==> src/source/ntt_pkg.sv <==
package ntt_pkg;

    // ============================================================
    // Widths and modulus
    // ============================================================

    // One residue per word with the top bit zero for values below Q
    localparam int coeff_w = 24;
    localparam logic [coeff_w-1:0] ntt_q = 24'd8380417;

    // Address field width carried in commands and requests
    localparam int req_addr_w = 6;

    // ============================================================
    // Command and request types
    // ============================================================

    typedef enum logic [2:0] {
        ct  = 3'd0,
        gs  = 3'd1,
        pwm = 3'd2,
        pwa = 3'd3,
        pws = 3'd4
    } mode_t;

    // Host command for one butterfly stage or one pointwise pass
    typedef struct packed {
        mode_t                 mode;
        logic [req_addr_w-1:0] len;
        logic [req_addr_w-1:0] src_base;
        logic [req_addr_w-1:0] dst_base;
        logic                  accumulate;
    } ntt_cmd_t;

    // One operation travelling down the pipeline
    typedef struct packed {
        mode_t                 mode;
        logic                  accumulate;
        logic [req_addr_w-1:0] dst_addr0;
        logic [req_addr_w-1:0] dst_addr1;
        logic                  valid;
    } op_req_t;

    // Butterfly view with u and v from bank A and twiddle w from bank B
    typedef struct packed {
        logic [coeff_w-1:0] u;
        logic [coeff_w-1:0] v;
        logic [coeff_w-1:0] w;
    } bf_operands_t;

    // Pointwise view with a from source, c from destination and b from bank B
    typedef struct packed {
        logic [coeff_w-1:0] a;
        logic [coeff_w-1:0] c;
        logic [coeff_w-1:0] b;
    } pw_operands_t;

    typedef union packed {
        bf_operands_t bf;
        pw_operands_t pw;
    } exec_operands_u;

    // Single bank A write
    typedef struct packed {
        logic                  en;
        logic [req_addr_w-1:0] addr;
        logic [coeff_w-1:0]    data;
    } wr_req_t;

endpackage

==> src/source/result_writeback.sv <==
`timescale 1ns/100ps

module result_writeback #(
    parameter int COEFF_N = 16
) (
    input  logic                        clk,
    input  logic                        rst,
    input  ntt_pkg::op_req_t            op_in,
    input  logic [ntt_pkg::coeff_w-1:0] res0,
    input  logic [ntt_pkg::coeff_w-1:0] res1,
    output ntt_pkg::wr_req_t            wr0,
    output ntt_pkg::wr_req_t            wr1,
    output logic                        done
);
    import ntt_pkg::*;

    localparam int cnt_w = $clog2(COEFF_N);

    logic             is_bf;
    logic [cnt_w-1:0] wr_cnt;
    logic [cnt_w-1:0] last_cnt;

    assign is_bf = (op_in.mode == ct) || (op_in.mode == gs);

    // ============================================================
    // Write request mapping
    // ============================================================

    // Butterflies update both halves in place, pointwise only wr0
    always_comb begin
        wr0.en   = op_in.valid;
        wr0.addr = op_in.dst_addr0;
        wr0.data = res0;
        wr1.en   = op_in.valid && is_bf;
        wr1.addr = op_in.dst_addr1;
        wr1.data = res1;
    end

    // ============================================================
    // Completion count
    // ============================================================

    assign last_cnt = is_bf ? cnt_w'(COEFF_N / 2 - 1) : cnt_w'(COEFF_N - 1);

    // done lands in the cycle after the last write is committed
    always_ff @(posedge clk) begin
        if (rst) begin
            wr_cnt <= '0;
            done   <= 1'b0;
        end else begin
            done <= 1'b0;
            if (op_in.valid) begin
                if (wr_cnt == last_cnt) begin
                    wr_cnt <= '0;
                    done   <= 1'b1;
                end else begin
                    wr_cnt <= wr_cnt + 1'b1;
                end
            end
        end
    end

endmodule

==> config.mk <==
export PLATFORM = sky130hd
export DESIGN_NAME = result_writeback
export DESIGN_NICKNAME = d
export VERILOG_FILES = /design/src/source/ntt_pkg.sv /design/src/source/result_writeback.sv
export SDC_FILE = /design/constraint.sdc
export NUM_CORES = 1
export LEC_CHECK = 0
export ABC_AREA = 1
export BUFFER_PORTS_ARGS = -buffer_cell sky130_fd_sc_hd__buf_2
export CAP_MARGIN = 20
export CORE_MARGIN = 2
export CORE_UTILIZATION = 26
export CTS_CLUSTER_DIAMETER = 60
export DETAILED_ROUTE_END_ITERATION = 12
export HOLD_SLACK_MARGIN = 0.02
export PLACE_DENSITY = 0.88
export SYNTH_ARGS = -nofsm -noshare
export SYNTH_HDL_FRONTEND = slang
export SYNTH_SLANG_ARGS = --single-unit
==> constraint.sdc <==
create_clock -name clk -period 1.1 [get_ports clk]
set_input_delay 0 -clock clk [delete_from_list [all_inputs] [get_ports clk]]
set_output_delay 0 -clock clk [all_outputs]
set_load 0.1 [all_outputs]
Yosys cells after proc, flatten, opt, wreduce, memory -nomap -nowiden
Cells that the tools add are included.
- flip-flop bits (word level): 5
- bits in latches: 0
- memory bits (writable): 0
- bits in read-only memories: 0
- input port bits: 67
- output and inout bits: 63
- word-level logic and storage cells: 13
- memories: 0
- add/sub/neg operators: 1
- multipliers: 0
- div/mod/pow operators: 0
- $lt $le $gt $ge: 0
- eq/ne operators: 2
- shift-type cells: 0
- multiplexer cells: 3
- bitwise operators: 1
- reduce and logical (&&, ||, !) cells: 4
- operator list (operator ; number):
    $mux 4 ; 2
    $add 4x1->4 const B ; 1
    $eq 4x4->1 ; 1
    $eq 3x1->1 const B ; 1
    $logic_not 3->1 ; 1
    $reduce_or 2->1 ; 1
    $logic_and 1x1->1 ; 1
    $logic_or 1x1->1 ; 1
    $mux 1 ; 1
    $not 1->1 ; 1

Longest topological paths before layout
- word-level depth: 5
- depth in mapped cells: 6
- depth with buffers taken out: 6

Worst setup path after synthesis
OpenSTA, ideal clock, no wires.
- kind: input to output
- start: input op_in[16] (netlist bit)
- end: output wr1[30] (netlist bit)
- arrival: 2098 ps
- data required time: 1100 ps
- path slack: -998 ps
- stages on the path: 1
- path buffers: 0
- cell sequence: nor3_1
- cells in the longest elaborated chain, start to end: 3
- elaborated cells on any way between the ends: 4
- those cells by class: eq/ne (1); reduce/logical (3)
- ends and longest elaborated chain (element ; RTL line ; source):
    from (decl) ; result_writeback.sv:8 ; input ntt_pkg::op_req_t op_in,
    $eq 3x1->1 or $logic_not 3->1 (tied branches) ; result_writeback.sv:23 ; assign is_bf = (op_in.mode == ct) || (op_in.mode == gs);
    $logic_or 1x1->1 (*) ; result_writeback.sv:23 ;
    $logic_and 1x1->1 (*) ; result_writeback.sv:34 ; wr1.en = op_in.valid && is_bf;
    to (decl) ; result_writeback.sv:12 ; output ntt_pkg::wr_req_t wr1,
Mark *: on every way between the ends. The rest lies on a longest branch, timed or not.

Worst setup path in the final report
- start: register wr_cnt[0]
- end: register wr_cnt[3]
- cells in the longest elaborated chain, start to end: 2
- elaborated cells on any way between the ends: 3
- those cells by class: add/sub (1); eq/ne (1); mux (1)
- ends and longest elaborated chain (element ; RTL line ; source):
    from (decl) ; result_writeback.sv:20 ; logic [cnt_w-1:0] wr_cnt;
    from (signal assigned) ; result_writeback.sv:57 ; wr_cnt <= wr_cnt + 1'b1;
    $add 4x1->4 or $eq 4x4->1 (tied branches) ; result_writeback.sv:57, result_writeback.sv:53 ;
    $mux 4 (*) ; result_writeback.sv:53 ; if (wr_cnt == last_cnt) begin
Marks and branches as above.
A chain may end at the register's enable or synchronous reset.

==> flow_summary.ini <==
[setup_path]
cp_max_fo = 3
required_ns = 1.24
cp-start-kind = flip-flop
worstPathArrival_ns = 1.14
end_kind = flip-flop
cpPeakStageDelay_ns = 0.34
crit_type = reg -> reg
path_cells = ha_2 -> nand2_1 -> nor2_4 -> nand2_1 -> nor2_1 -> nor2_1
cpMaxStageDelayCell = dfxtp_2
crit_family = simple AND/OR/NAND/NOR gates
path_buf_inv = 0

[synth]
seq_area_frac_synth_pct = 14.08
yosys_register_bits = 5
synth_edf_count = 0
yosys_warnings = 0
synth_common_cells = buf_4, nor2_1, nand2_1, dfxtp_1, inv_1
synth-compound-area-share_pct = 2.993
ys.flop_type = dfxtp_1
ys_top_cells_by_area = buf_4, dfxtp_1, nor2_1, nand2_1, ha_1
postSynthCellCount = 97
synth-xor-area-share_pct = 0
synth_area_um2 = 710.7
synth.distinct_cells = 14
synthAdderAreaFrac_pct = 1.761
synth_area_leader_cell = buf_4
syn_avg_cell_area_um2 = 7.327
synth_top_family_by_area = buffers and inverters
yosysMostFrequentCell = buf_4
synth-simple-area-share_pct = 14.61
synth_top_area_share_pct = 64.44
syn_nets = 165
muxShareOfSynthArea_pct = 0
async_flop_share_pct = 0

[final_layout]
layout.nets = 117
fin_util_pct = 14.85
fin_cells = 78
n_fill_cell = 293
synthToLayoutAreaGrowth_pct = -46.83
multi_input_comb_area_um2 = 151.4
num_antenna_cells = 0
seq_area_um2 = 102.6
drive_above_1_share_pct = 37.50

[sta]
period_share_pct = 90.94
rsz0062_at_grt = false
relSlewSlack_pct = 67.96
hold_viol_final = 0
worst_pin_slew_ns = 0.4839
drv_slew = 0
max_freq_ghz = 0.9996
tns_ns = 0
skew_ns = 0.008025
setup_viol = 0
fin_crit_ns = 1.000

[clock_tree]
root_buffer = clkbuf_4
h-tree-depth = 1
hold_buffers = 1
cts_tree = done
clock-sinks = 5
post_cts_buffers = 0
clockBufferDepth = 2
clock_latency_ns = 0.24
clkTransAtPathRegs_ns = 0.05
cts_buffers = 3

[worst_hold_path]
hp-class = in -> out

[placement]
routabilityCongestion = 0.7074
io_buffers = 7
hpwlAfterDp_um = 702.4
dp_cells = 73

[detailed_routing]
dr.first_iter.drc_count = 1
vias_per_cell = 4.308
wire_per_inst_um = 11.59
vias = 336
wirelength_um = 904
firstDrtPassIters = 4
ant_nets = 0
drc = 0

[floorplan]
io_pins = 130
die_area_mm2 = 0.003167
coreArea_mm2 = 0.002545
num_rows = 18
start_util_pct = 27.93
die_x_um = 56.28
die_h_um = 56.28

[global_route]
grt_pass1_vias = 294
grt_overflow_total = 0
grt_pass1_wl_um = 1331
grt.total_usage_pct = 5.950
grt_max_degree = 7
antenna_found_initial = 0

[pwr]
power.total_mw = 0.4851
power.density_mw_per_mm2 = 1284
p_leak_nw = 0.1685
ir_drop_mv = 0.3913

[job]
cap_violations = 0

[status]
status = finished clean
kinds of logic after synthesis:
family	after synthesis
buffers and inverters	65
AND/OR/NAND/NOR	23
flip-flops	5
AO/OA/AOI/OAI	3
adder cells (fa/ha/maj)	1
registers in the layout, summed over array words and instances, names as in the netlist:
signal,flops
wr_cnt,4
done,1
layer usage:
layer,vias to the layer above,track usage [%],part of all wire (%)
li1,138,-,-
met5,-,0,0
met4,0,12.59,17
met2,33,5.210,33
met3,32,6.682,21
met1,133,3.878,29
layout make-up:
| type | count | share of cell area, % |
|---|---|---|
| multi-input combinational | 27 | 40.07 |
| clock buffer | 4 | 6.954 |
| tap | 30 | 9.934 |
| inverter | 4 | 3.974 |
| sequential | 5 | 27.15 |
| timing repair buffer | 8 | 11.92 |
timing repair:
item | 4_1_cts | 5_1_grt
gates resized for setup | 0 | 3
setup endpoints to repair | 0 | 2
endpoints found under the hold margin | 62 | 60
cells in the final DEF (no fill, tap or decap):
cell           count
dfxtp_1            3
nand3_2            1
inv_2              1
o21ai_0            1
dlygate4sd3_1      1
a21oi_1            1
inv_1              3
nand3_1            1
nor3_1             1
nor2_1            10
clkbuf_1           1
dfxtp_2            2
nor3_4             1
ha_2               1
o21bai_2           1
nand2_1            8
buf_2              7
nor2_4             1
clkbuf_4           3
path summary, 6_finish.rpt:
check | from | slack [ns] | depth (start not counted) | endpoint
worst max-delay path | wr_cnt[0] | 0.1 | 6 | wr_cnt[3]
worst min-delay path | op_in[11] | 0.00004 | 0 | wr0[28]
worst max register to register | wr_cnt[0] | 0.1 | 6 | wr_cnt[3]
worst min register to register | wr_cnt[1] | 0.51 | 2 | wr_cnt[1]
worst register-to-register path: cells and delay by family (launching register included):
family	cells	cell delay, ns
AND/OR/NAND/NOR	5	0.39
flip-flops	1	0.34
adder cells (fa/ha/maj)	1	0.17
stage by stage:
step	cell area, µm²	setup slack (ns)	hold WS [ns]
after floorplan	721.9	0.1497	0.07198
after detailed placement	336.6	0.07181	0.0006813
after global placement	336.6	0.09260	0.0006813
after global routing	377.9	0.01984	0.0001476
after CTS	372.9	0.07536	0.0006813
final	377.9	0.09963	0.00003857
report_power, final:
group | leakage (nW) | switching, mW | total (mW) | internal, mW
sequential | 0.0414 | 0.00559 | 0.196 | 0.190
clock | 0.0150 | 0.0774 | 0.215 | 0.137
combinational | 0.112 | 0.0528 | 0.0745 | 0.0217
Note: power is estimated with default switching activity, not from simulation.
