===== config.mk =====
export PLATFORM = sky130hd
export DESIGN_NAME = op_decode
export DESIGN_NICKNAME = d
export VERILOG_FILES = /design/src/source/ntt_pkg.sv /design/src/source/op_decode.sv
export SDC_FILE = /design/constraint.sdc
export NUM_CORES = 1
export LEC_CHECK = 0
export BUFFER_PORTS_ARGS = -buffer_cell sky130_fd_sc_hd__buf_2
export CAP_MARGIN = 20
export CORE_ASPECT_RATIO = 1.2
export CORE_UTILIZATION = 44
export DETAILED_ROUTE_END_ITERATION = 16
export GPL_TIMING_DRIVEN = 0
export PLACE_DENSITY = 0.7
export SKIP_LAST_GASP = 1
export SLEW_MARGIN = 20
export SYNTH_ARGS = -nofsm -noshare
export SYNTH_HDL_FRONTEND = slang
export SYNTH_SLANG_ARGS = --single-unit

===== constraint.sdc =====
create_clock -name clk -period 3.8 [get_ports clk]
set_clock_uncertainty 0.1 [all_clocks]
set_input_delay 0.19 -clock clk [delete_from_list [all_inputs] [get_ports clk]]
set_output_delay 0.19 -clock clk [all_outputs]
set_load 0.02 [all_outputs]

===== src/source/ntt_pkg.sv =====
package ntt_pkg;

    // ============================================================
    // Widths and modulus
    // ============================================================

    // One residue per word with the top bit zero for values below Q
    localparam int coeff_w = 24;
    localparam logic [coeff_w-1:0] ntt_q = 24'd8380417;

    // Address field width carried in commands and requests
    localparam int req_addr_w = 6;

    // ============================================================
    // Command and request types
    // ============================================================

    typedef enum logic [2:0] {
        ct  = 3'd0,
        gs  = 3'd1,
        pwm = 3'd2,
        pwa = 3'd3,
        pws = 3'd4
    } mode_t;

    // Host command for one butterfly stage or one pointwise pass
    typedef struct packed {
        mode_t                 mode;
        logic [req_addr_w-1:0] len;
        logic [req_addr_w-1:0] src_base;
        logic [req_addr_w-1:0] dst_base;
        logic                  accumulate;
    } ntt_cmd_t;

    // One operation travelling down the pipeline
    typedef struct packed {
        mode_t                 mode;
        logic                  accumulate;
        logic [req_addr_w-1:0] dst_addr0;
        logic [req_addr_w-1:0] dst_addr1;
        logic                  valid;
    } op_req_t;

    // Butterfly view with u and v from bank A and twiddle w from bank B
    typedef struct packed {
        logic [coeff_w-1:0] u;
        logic [coeff_w-1:0] v;
        logic [coeff_w-1:0] w;
    } bf_operands_t;

    // Pointwise view with a from source, c from destination and b from bank B
    typedef struct packed {
        logic [coeff_w-1:0] a;
        logic [coeff_w-1:0] c;
        logic [coeff_w-1:0] b;
    } pw_operands_t;

    typedef union packed {
        bf_operands_t bf;
        pw_operands_t pw;
    } exec_operands_u;

    // Single bank A write
    typedef struct packed {
        logic                  en;
        logic [req_addr_w-1:0] addr;
        logic [coeff_w-1:0]    data;
    } wr_req_t;

endpackage


===== src/source/op_decode.sv =====
`timescale 1ns/100ps

module op_decode #(
    parameter int ADDR_W  = 6,
    parameter int COEFF_N = 16
) (
    input  logic              clk,
    input  logic              rst,
    input  ntt_pkg::ntt_cmd_t cmd,
    input  logic              cmd_valid,
    input  logic              done,
    output logic              cmd_ready,
    output logic [ADDR_W-1:0] rd_addr0,
    output logic [ADDR_W-1:0] rd_addr1,
    output logic [ADDR_W-1:0] rd_addr_b,
    output ntt_pkg::op_req_t  op
);
    import ntt_pkg::*;

    localparam int cnt_w = $clog2(COEFF_N);

    typedef enum logic [1:0] {
        st_idle,
        st_issue,
        st_drain
    } state_t;

    state_t            state;
    ntt_cmd_t          cmd_q;
    logic [cnt_w-1:0]  op_cnt;
    logic [cnt_w-1:0]  last_cnt;
    logic              is_bf;
    logic              cmd_take;

    // Address arithmetic terms
    logic [ADDR_W-1:0] k_w;
    logic [ADDR_W-1:0] len_w;
    logic [ADDR_W-1:0] len_mask;
    logic [ADDR_W-1:0] bf_off;
    logic [ADDR_W-1:0] src_w;
    logic [ADDR_W-1:0] dst_w;

    // ============================================================
    // Command handshake and sequencing
    // ============================================================

    // Ready while idle, and again in the done cycle of the previous command
    assign cmd_ready = (state == st_idle) || ((state == st_drain) && done);
    assign cmd_take  = cmd_valid && cmd_ready;

    assign is_bf    = (cmd_q.mode == ct) || (cmd_q.mode == gs);
    // Half the length for butterflies, full length for pointwise
    assign last_cnt = is_bf ? cnt_w'(COEFF_N / 2 - 1) : cnt_w'(COEFF_N - 1);

    always_ff @(posedge clk) begin
        if (rst) begin
            state  <= st_idle;
            op_cnt <= '0;
        end else begin
            case (state)
                st_issue: begin
                    op_cnt <= op_cnt + 1'b1;
                    if (op_cnt == last_cnt) begin
                        state <= st_drain;
                    end
                end
                default: begin
                    if (cmd_take) begin
                        state  <= st_issue;
                        op_cnt <= '0;
                    end else if (done) begin
                        state <= st_idle;
                    end
                end
            endcase
        end
    end

    // Command fields held for the whole pass
    always_ff @(posedge clk) begin
        if (cmd_take) begin
            cmd_q <= cmd;
        end
    end

    // ============================================================
    // Address generation
    // ============================================================

    assign k_w      = ADDR_W'(op_cnt);
    assign len_w    = ADDR_W'(cmd_q.len);
    assign len_mask = len_w - 1'b1;
    assign src_w    = ADDR_W'(cmd_q.src_base);
    assign dst_w    = ADDR_W'(cmd_q.dst_base);

    // j = (k div len)*2*len + (k mod len), len a power of two
    assign bf_off = k_w + (k_w & ~len_mask);

    always_comb begin
        if (is_bf) begin
            rd_addr0 = src_w + bf_off;
            rd_addr1 = src_w + bf_off + len_w;
        end else begin
            // a from source, c from destination for accumulate
            rd_addr0 = src_w + k_w;
            rd_addr1 = dst_w + k_w;
        end
        // Twiddle index k, or operand b index i
        rd_addr_b = k_w;
    end

    // Request that follows the reads down the pipeline
    always_comb begin
        op.mode       = cmd_q.mode;
        op.accumulate = cmd_q.accumulate;
        op.dst_addr0  = is_bf ? req_addr_w'(rd_addr0) : req_addr_w'(rd_addr1);
        op.dst_addr1  = req_addr_w'(rd_addr1);
        op.valid      = (state == st_issue);
    end

endmodule


Yosys cells after proc, flatten, opt, wreduce, memory -nomap -nowiden

Cells that the tools add are included.
Widths: inputs -> output; s select.

Register bits after elaboration: 28
Bits of input ports: 26
Output and inout bits: 36
Logic and storage cells: 40

Add/sub/neg operators: 7
Eq/ne operators: 5
Multiplexer cells: 10
Bitwise logic cells: 2
Reductions and logical operators: 9

Operator list:

| kind                | number |
|---|---|
| $mux 6              | 3 |
| $add 6x4->6         | 2 |
| $add 6x6->6         | 2 |
| $mux 4              | 3 |
| $mux 2              | 4 |
| $add 4x6->6         | 1 |
| $and 4x6->6         | 1 |
| $not 6->6           | 1 |
| $sub 6x1->6 const B | 1 |
| $add 4x1->4 const B | 1 |
| $eq 4x4->1          | 1 |
| $eq 3x1->1 const B  | 1 |
| $logic_not 3->1     | 1 |
| $reduce_bool 3->1   | 1 |
| $eq 2x1->1 const B  | 1 |
| $eq 2x2->1 const B  | 1 |
| $logic_and 1x1->1   | 2 |
| $logic_not 2->1     | 1 |
| $logic_or 1x1->1    | 2 |
| $ne 2x1->1 const B  | 1 |
| $reduce_and 2->1    | 1 |
| $reduce_bool 2->1   | 1 |

Logic depth before layout (Yosys ltp)

Gate-level depths: netlist of run 1.

Depth after elaboration: 8
Depth in mapped cells: 15
Mapped depth without buffers: 14

Worst setup path before layout of run 1

Ideal clock, no wire load.

Path kind: reg-to-output
Start: reg cmd_q, in the netlist len_w[1]
End: out rd_addr1[5]
Arrival: 3.565 ns
Data required time: 3.510 ns
Slack: -0.055 ns
Stages on the path, launching flop included: 16
Buffers on the path: 1
Cell sequence: edfxtp_1 -> inv_1 -> ha_1 -> and2_1 -> fa_1 -> ha_1 -> inv_1 -> fa_1 -> inv_1 -> ha_1 -> o21ai_0 -> o21bai_1 -> a21oi_1 -> xor2_1 -> mux2i_1 -> buf_4

RTL lines:

| what                   | line            | RTL |
|---|---|---|
| start, declared        | op_decode.sv:29 | `ntt_cmd_t cmd_q;` |
| start signal, assigned | op_decode.sv:82 | `cmd_q <= cmd;` |
| end, declared          | op_decode.sv:14 | `output logic [ADDR_W-1:0] rd_addr1,` |

Final worst setup path of run 1

Start: reg cmd_q, in the netlist len_w[0]
End: out rd_addr1[5]

Word-level cells in the longest chain between the ends: 7

RTL lines:

| what          | line             | RTL |
|---|---|---|
| $sub 6x1->6   | op_decode.sv:92  | `assign len_mask = len_w - 1'b1;` |
| $not 6->6     | op_decode.sv:97  | `assign bf_off = k_w + (k_w & ~len_mask);` |
| $and 4x6->6   | op_decode.sv:97  |  |
| $add 4x6->6   | op_decode.sv:97  |  |
| $add 6x6->6   | op_decode.sv:102 | `rd_addr1 = src_w + bf_off + len_w;` |
| $add 6x6->6 * | op_decode.sv:102 |  |
| $mux 6 *      | op_decode.sv:100 | `if (is_bf) begin` |

Every way passes the cells marked *; elsewhere a longest branch is shown, timed or not.

==> results.txt, run 1 <==
ANT cells: 0
clk slew on worst S/H paths: 0.09 ns
period utilisation layout: 103%
final std cells w/o fill: 344
Pre-antenna DRT Iters: 4
EDFF count, synth: 22
power per cell area: 351 mW/mm2
clk_lat worst skew: 0.27 ns
core region area: 0.00436 mm2
DPL Wire Length: 3.23 mm
Synth top area share: 32.5%
TritonCTS clock tree: built
f_max: 254 MHz
Clock H-tree levels: 1
CP Cell Sequence: inv_1, ha_1, and2_4, fa_1, ha_2, inv_2, fa_2, inv_2, ha_4, a211oi_4, o21bai_1, a21oi_2, xor2_1, mux2i_2, buf_4, buf_6
startpoint types: register
VDD IR max: 229 uV
total of max-cap violations: 0
Crit path max-delay family: adder cells
top_reg_cell synth: edfxtp_1
GRT Residual Overflow: 0
Post-Route WL: 4.50 mm
CTS Buf Count: 3
routed wire length per instance: 13.1 um
placed insts: 313
status: finished with violations
Synth Cell Area: 0.00203 mm2
synthesis-stage register bit count: 28
Worst Setup End Kind: output pin
share of cells above drive strength 1: 35.4%
Initial Util: 46.7%
HP Start: cmd[14]
Port Buf Inserts: 59
FILL cells: 365
num rows: 26
clock sinks: 28
die height: 76.5 um
Synth Instances: 195
ranking of synthesized cells by area: edfxtp_1 (32%), ha_1 (12%), fa_1 (7.9%), dfxtp_1 (5.9%), xnor2_1 (4.3%)
Critical Path Slowest Stage Cell: fa_2
routed via count: 1673
first-pass GRT wire length: 7.49 mm
Pleak: 1.31 nW
post-synthesis sequential area ratio: 38.4%
r2r startpoint: state[1]
HP Class: input pin to register
cell accounting for the most synthesized area: edfxtp_1
Die X: 64.1 um
critical path startpoint: len_w[0]
gpl congestion: 0.788
largest net degree at the start of global routing: 16
DIE AREA: 0.00490 mm2
initial antenna violation count: 0
commonest non-fill, non-tap cell in the layout: buf_2
CP arrival: 3.64 ns
number of remaining DRC errors: 0
Worst Path Required: 3.51 ns
Fin. Hold Viols: 0
Vias per Instance: 4.86
number of library cell types mapped by synthesis: 37
Final ANT Viol Nets: 0
Setup-failing EPs final: 4
most frequent cells in the layout: buf_2 (58), edfxtp_1 (22), dlygate4sd3_1 (21)
Tmin final: 3.93 ns
Root Buffer: clkbuf_8
Final Max Tran Viols: 0
synth warn: 0
Synth async-reset ratio: 0%
Crit path largest cell delay: 0.53 ns
Syn Area/Cell: 10.4 um2
1st-iter DRT viols: 48
failing checks: setup timing
Final Core Density: 64.4%
Final nets: 342
Syn-to-layout area delta: 37.9%
CP max FO: 3
RSZ-0062 raised after global routing: true
clk buf depth: 2
Worst path most repeated cell: inv_2
All-Layer GR Usage: 20.0%
Boundary Pins: 62
Setup WS post-layout: -0.129 ns
vias in the first global route: 1701
WS Path Type: register to output pin
Bufs and invs on worst path: 5
-- synth_stat cells (all sizes together) (2+ instances only) --
| cell type | instances |
|---|---|
| edfxtp | 22 |
| ha | 19 |
| inv | 19 |
| nor2 | 14 |
| o21ai | 14 |
| a21oi | 13 |
| nand2 | 12 |
| buf | 11 |
| xnor2 | 11 |
| fa | 8 |
| a21o | 6 |
| dfxtp | 6 |
| a211oi | 4 |
| and2 | 4 |
| mux2i | 4 |
| nand2b | 4 |
| xor2 | 4 |
| nor2b | 3 |
| a311oi | 2 |
| a41oi | 2 |
| nor3 | 2 |
| o21bai | 2 |
-- worst reg2reg max path: cells and delay by family (launching register included) --
family,cells,cell delay (ns)
buffers and inverters,2,0.47
DFF,1,0.35
and+or+nand+nor,2,0.55
-- stage by stage --
stage               area (um2)  setup slack (ns)  setup TNS, ns  power, mW  hold WS [ns]
global route              2810            -0.312          -1.01       1.04       0.00404
detailed placement        2430            -0.123         -0.141      0.763         0.268
CTS                       2780            -0.192         -0.421      0.971      0.000869
finish                    2810            -0.129         -0.317      0.986       0.00193
global placement          2410           -0.0193        -0.0193      0.753         0.266
floorplan                 2040            0.0548              0      0.652         0.162
-- sequential cells by signal, summed over array words and instances, names as in the netlist --
name    flops
op_cnt      4
len_w       6
dst_w       6
op          4
state       2
src_w       6
-- metal layers --
layer,share of wire [%],vias to the layer above,track usage [%],wire (um)
met1,43,766,24.0,1920
met2,53,46,36.3,2390
met5,0,-,0,0
li1,-,857,-,-
met4,1.2,0,7.05,53
met3,3.0,4,2.10,135
-- final timing paths --
path                  to  slack [ns]  depth (start not counted)
max          rd_addr1[5]       -0.13                         16
min             len_w[1]       0.002                          1
max reg2reg     len_w[3]        2.04                          4
min reg2reg     state[0]        0.51                          2
-- cell type report --
class	instances	area [um2]	share of cell area, %
multi-input combinational	137	1180	42.0
timing repair buffer	88	581	20.7
inverter	19	71.3	2.54
buffer	12	81.3	2.90
sequential	28	781	27.8
tap	56	70.1	2.50
clock buffer	4	45.0	1.60
-- where the power goes --
group	internal, mW	total, mW	switching [mW]
sequential	0.356	0.376	0.0200
clock	0.0751	0.161	0.0864
combinational	0.205	0.448	0.243
-- what timing repair did --
| item | in CTS | in global routing |
|---|---|---|
| setup endpoints to repair | 6 | 6 |
| hold endpoints to repair | 21 | 0 |
| hold buffers | 21 | 0 |
| setup buffers | 6 | 0 |
| gates resized for setup | 15 | 5 |
| pin swaps | 11 | 8 |
-- logic make-up after synthesis --
logic type	share of synthesized area, %
DFF	38.4
xor gates and xnor gates	7.93
other	0.184
adders and majority gates	19.6
buffers and inverters	7.50
muxes	1.97
AOI/OAI and AO/OA	15.1
and+or+nand+nor	9.35
Power figures use the tool's default switching activity.
==> inputs of run 2 (changes only) <==
Clock period 3.8 ns to 4.75 ns, I/O delays scaled along.
==> run 2 against run 1 <==
- the flow now finishes without violations
- worst setup slack better by 0.71 ns
- non-clock buffer count is 27 lower
- via count is 7.4% lower
- combinational power is 33% lower
- routed wire length is 14% lower
- critical endpoint unchanged
- largest cell class unchanged
==> results.txt, run 2 (synthesis gave the netlist of run 1 again) <==
status: finished, final reports clean
clk slew on worst S/H paths: 0.09 ns (about the same)
VDD IR max: 209 uV (-8.8%)
WS Path Type: register to output pin
RSZ-0062 raised after global routing: false
num rows: 26 (unchanged)
f_max: 240 MHz
gpl congestion: 0.806 (+2.3%)
most frequent cells in the layout: buf_2 (61), edfxtp_1 (22), ha_1 (19)
Worst Setup End Kind: output pin
1st-iter DRT viols: 45 (-6.3%)
final std cells w/o fill: 317 (-7.8%)
Port Buf Inserts: 59 (unchanged)
design area: 0.00247 mm2 (-12%)
r2r setup slk: 3.00 ns (+0.96 ns)
routed wire length per instance: 12.2 um (-6.3%)
ANT cells: 0 (unchanged)
Tmin final: 4.17 ns
vias in the first global route: 1509 (-11%)
Crit path largest cell delay: 0.52 ns (about the same)
Setup Buffers After CTS: 0 (-6)
CTS Buf Count: 3 (unchanged)
clk buf depth: 2 (unchanged)
Boundary Pins: 62 (unchanged)
core region area: 0.00436 mm2 (unchanged)
Pleak: 1.18 nW (-9.9%)
FILL cells: 408 (+12%)
DPL Wire Length: 3.17 mm (-1.9%)
measured slew at the worst slew-check pin: 0.549 ns
Final nets: 315 (-7.9%)
Post-Route WL: 3.88 mm (-14%)
Vias per Instance: 4.89 (+0.54%)
period utilisation layout: 87.7%
DP Area: 0.00243 mm2 (unchanged)
All-Layer GR Usage: 17.9% (-2.1 points)
Worst Path Required: 4.41 ns (+0.90 ns)
initial antenna violation count: 0 (unchanged)
Fin Setup TNS: 0 ns (+0.317 ns)
max_slew headroom: 63.2%
DIE AREA: 0.00490 mm2 (unchanged)
Fin. Hold Viols: 0 (unchanged)
clock sinks: 28 (unchanged)
die height: 76.5 um (unchanged)
commonest non-fill, non-tap cell in the layout: buf_2
CTS Hold Buffers Added: 0 (-100%)
Clock H-tree levels: 1 (unchanged)
power per cell area: 295 mW/mm2 (-16%)
Setup-failing EPs final: 0 (-4)
Syn-to-layout area delta: 21.5%
clk_lat worst skew: 0.28 ns (about the same)
startpoint types: register
Crit path max-delay family: adder cells
CP max FO: 4 (+1)
register area: 781 um2 (unchanged)
Die X: 64.1 um (unchanged)
total of max-cap violations: 0 (unchanged)
routed via count: 1550 (-7.4%)
footprint of the multi-input gates: 0.00111 mm2 (-5.7%)
Pre-antenna DRT Iters: 4 (unchanged)
Bufs and invs on worst path: 5 (unchanged)
Critical Path Slowest Stage Cell: fa_1
GRT Residual Overflow: 0 (unchanged)
largest net degree at the start of global routing: 16 (unchanged)
placed insts: 313 (unchanged)
HP Class: input pin to register
TritonCTS clock tree: built
share of cells above drive strength 1: 31.4% (-4.0 points)
Root Buffer: clkbuf_8
CP Cell Sequence: inv_1, ha_1, and2_1, fa_1, ha_1, inv_1, fa_1, inv_1, ha_1, o21ai_0, o21bai_1, a21oi_1, xor2_1, mux2i_1, buf_4, buf_2
first-pass GRT wire length: 6.64 mm (-11%)
Final ANT Viol Nets: 0 (unchanged)
number of remaining DRC errors: 0 (unchanged)
Final Max Tran Viols: 0 (unchanged)
Initial Util: 46.7% (unchanged)
cts repair resizes: 0 (-15)
CP arrival: 3.83 ns (+0.19 ns)
[run 2: cell types whose count changed in the layout (fill, tap and decap cells not counted), sizes merged]
cell,delta
buf,-6
clkbuf,-1
dlygate4sd3,-21
clkinv,+1
[run 2: cell type report]
type | instances | share of cell area, %
flip-flops and latches | 28 | 31.6
multi-input cells | 137 | 44.9
clock buffers | 3 | 1.67
clock inverters | 1 | 0.152
plain buffers | 12 | 3.29
well taps | 56 | 2.83
repair buffers | 61 | 12.7
inverters | 19 | 2.88
[run 2: worst paths after layout]
path,endpoint,startpoint,cells past startpoint
hold / removal,op[14],cmd[19],1
setup reg to reg,len_w[4],state[1],4
setup / recovery,rd_addr1[5],len_w[1],16
hold reg to reg,state[0],state[0],2
[run 2: stage by stage]
| step | util (%) | power (mW) | hold slack [ns] | worst slack [ns] |
|---|---|---|---|---|
| 2_1_floorplan | - | 0.520 | 0.210 | 0.847 |
| 3_3_place_gp | 55.1 | 0.601 | 0.314 | 0.899 |
| 3_5_place_dp | 55.7 | 0.608 | 0.316 | 0.873 |
| 4_1_cts | 56.7 | 0.740 | 0.0204 | 0.548 |
| 5_1_grt | 56.7 | 0.781 | 0.0133 | 0.305 |
| 6_report | 56.7 | 0.730 | 0.0256 | 0.584 |
[run 2: where the power goes]
| part | total, mW | leakage [nW] | internal, mW | switching [mW] |
|---|---|---|---|---|
| sequential | 0.300 | 0.259 | 0.285 | 0.0154 |
| combinational | 0.299 | 0.900 | 0.126 | 0.173 |
| clock | 0.130 | 0.0231 | 0.0582 | 0.0720 |
| total | 0.730 | 1.18 | 0.469 | 0.261 |
[run 2: metal layers]
layer	wire [um]	up-vias	GRT usage, %
li1	-	804	-
met1	1760	702	21.4
met2	1900	39	31.5
met3	162	5	2.99
met4	60	0	6.82
met5	0	-	0
==> inputs of run 3 (changes only) <==
Settings changed: CORE_ASPECT_RATIO 1.2 to unset.
==> run 3 against run 2 <==
- clock-buffer cell count grew 1
- cell count shrank 1.3%
- routed wire length grew 2.6%
- non-clock buffer count is the same
- largest cell class unchanged
- via count grew 1.2%
- hold slack gained 0.0031 ns
- critical endpoint unchanged
- register-to-register slack gained 0.14 ns
- fmax shrank 2.2%
- clock power is essentially flat
==> results.txt, run 3 (synthesis gave the netlist of run 1 again) <==
Tmin final: 4.26 ns (+0.0948 ns)
pre-CTS setup slack: 0.827 ns (-0.0456 ns)
hold_ws: 0.0287 ns (+0.00309 ns)
Final ANT Viol Nets: 0 (unchanged)
gpl congestion: 0.817 (+1.4%)
clk buf depth: 2 (unchanged)
met2 usage: 29.8% (-1.7 points)
Worst Path Required: 4.41 ns (about the same)
power per cell area: 299 mW/mm2 (+1.2%)
Port Buf Inserts: 59 (unchanged)
Initial Util: 46.1% (-0.58 points)
met3 GRT Util: 2.31% (-0.69 points)
vias in the first global route: 1449 (-4.0%)
num rows: 24 (-7.7%)
Pleak: 1.18 nW (about the same)
commonest non-fill, non-tap cell in the layout: buf_2
Setup WS post-layout: 0.489 ns (-0.0948 ns)
initial antenna violation count: 0 (unchanged)
Die X: 70 um (+9.2%)
clock sinks: 28 (unchanged)
VDD IR max: 189 uV (-9.8%)
startpoint types: register
largest net degree at the start of global routing: 16 (unchanged)
WS Path Type: register to output pin
Boundary Pins: 62 (unchanged)
number of remaining DRC errors: 0 (unchanged)
CP arrival: 3.92 ns (+0.09 ns)
Fin Setup TNS: 0 ns (unchanged)
Pre-antenna DRT Iters: 4 (unchanged)
share of cells above drive strength 1: 31.4% (unchanged)
DIE AREA: 0.00490 mm2 (about the same)
Setup Buffers After CTS: 0 (unchanged)
TritonCTS clock tree: built
CP max FO: 4 (unchanged)
Syn-to-layout area delta: 21.3%
Vias per Instance: 5.01 (+2.5%)
RSZ-0062 raised after global routing: false
CTS Buf Count: 3 (unchanged)
clk_lat worst skew: 0.27 ns (about the same)
total of max-cap violations: 0 (unchanged)
Setup-failing EPs final: 0 (unchanged)
cts repair resizes: 0 (unchanged)
die height: 70 um (-8.5%)
f_max: 235 MHz (-2.2%)
GRT Residual Overflow: 0 (unchanged)
Clock H-tree levels: 1 (unchanged)
routed wire length per instance: 12.7 um (+3.9%)
measured slew at the worst slew-check pin: 0.536 ns (-0.0127 ns)
status: finished, final reports clean
Final nets: 315 (unchanged)
busiest grt layer: met2
core region area: 0.00441 mm2 (+1.3%)
clk slew on worst S/H paths: 0.09 ns (about the same)
max_slew headroom: 64.0% (+0.85 points)
period utilisation layout: 89.7% (+2.0 points)
Worst Setup End Kind: output pin
first-pass GRT wire length: 6.60 mm (-0.72%)
HP Class: input pin to register
DPL Wire Length: 3.28 mm (+3.7%)
1st-iter DRT viols: 48 (+6.7%)
Final Power: 0.737 mW (+1.0%)
most frequent cells in the layout: buf_2 (61), edfxtp_1 (22), ha_1 (19)
All-Layer GR Usage: 17.1% (-0.77 points)
Root Buffer: clkbuf_8
CTS Hold Buffers Added: 0 (unchanged)
routed via count: 1569 (+1.2%)
Fin. Hold Viols: 0 (unchanged)
Post-Route WL: 3.98 mm (+2.6%)
ANT cells: 0 (unchanged)
Final Max Tran Viols: 0 (unchanged)
met1 usage: 22.4% (+0.97 points)
[run 3: stage by stage]
| stage | cells | area [um2] | utilization, % |
|---|---|---|---|
| after floorplan | 196 | 2040 | - |
| after global placement | 307 | 2400 | 54.3 |
| after detailed placement | 309 | 2420 | 54.9 |
| after CTS | 313 | 2470 | 55.9 |
| after global routing | 313 | 2470 | 55.9 |
| final | 313 | 2470 | 55.9 |
[run 3: path summary, 6_finish.rpt]
kind	to	startpoint	cells past startpoint	slack, ns
setup / recovery	rd_addr1[5]	len_w[1]	16	0.49
hold / removal	op[16]	cmd[21]	1	0.03
setup reg to reg	src_w[4]	state[1]	3	3.14
hold reg to reg	state[0]	state[0]	2	0.52
[run 3: power by group]
part | internal, mW | leakage [nW] | switching (mW) | total, mW
Clock | 0.0602 | 0.0228 | 0.0722 | 0.132
Combinational | 0.127 | 0.900 | 0.177 | 0.304
Sequential | 0.285 | 0.259 | 0.0160 | 0.301
Total | 0.472 | 1.18 | 0.265 | 0.737
[run 3: area by class of cell]
cell class                      instances  area [um2]
Fill cell                             390        1950
Multi-Input combinational cell        137        1110
Sequential cell                        28         781
Timing Repair Buffer                   61         314
Buffer                                 12        81.3
Inverter                               19        71.3
Tap cell                               52        65.1
Clock buffer                            4        45.0
[run 3: metal layers]
layer  vias up  part of all wire [%]
met2        46                    48
met1       717                    46
met3         5                   4.6
met4         0                   1.3
li1        801                     -
met5         -                     0
[run 3: critical path, cell delays in order, from the launching register on]
cell and delay (ns):
edfxtp_1 0.43, inv_1 0.13, ha_1 0.23, and2_1 0.16, fa_1 0.48, ha_1 0.17
inv_1 0.06, fa_1 0.52, inv_1 0.05, ha_1 0.32, o21ai_0 0.23, o21bai_1 0.09
a21oi_1 0.21, xor2_1 0.16, mux2i_1 0.10, buf_4 0.14, buf_2 0.15
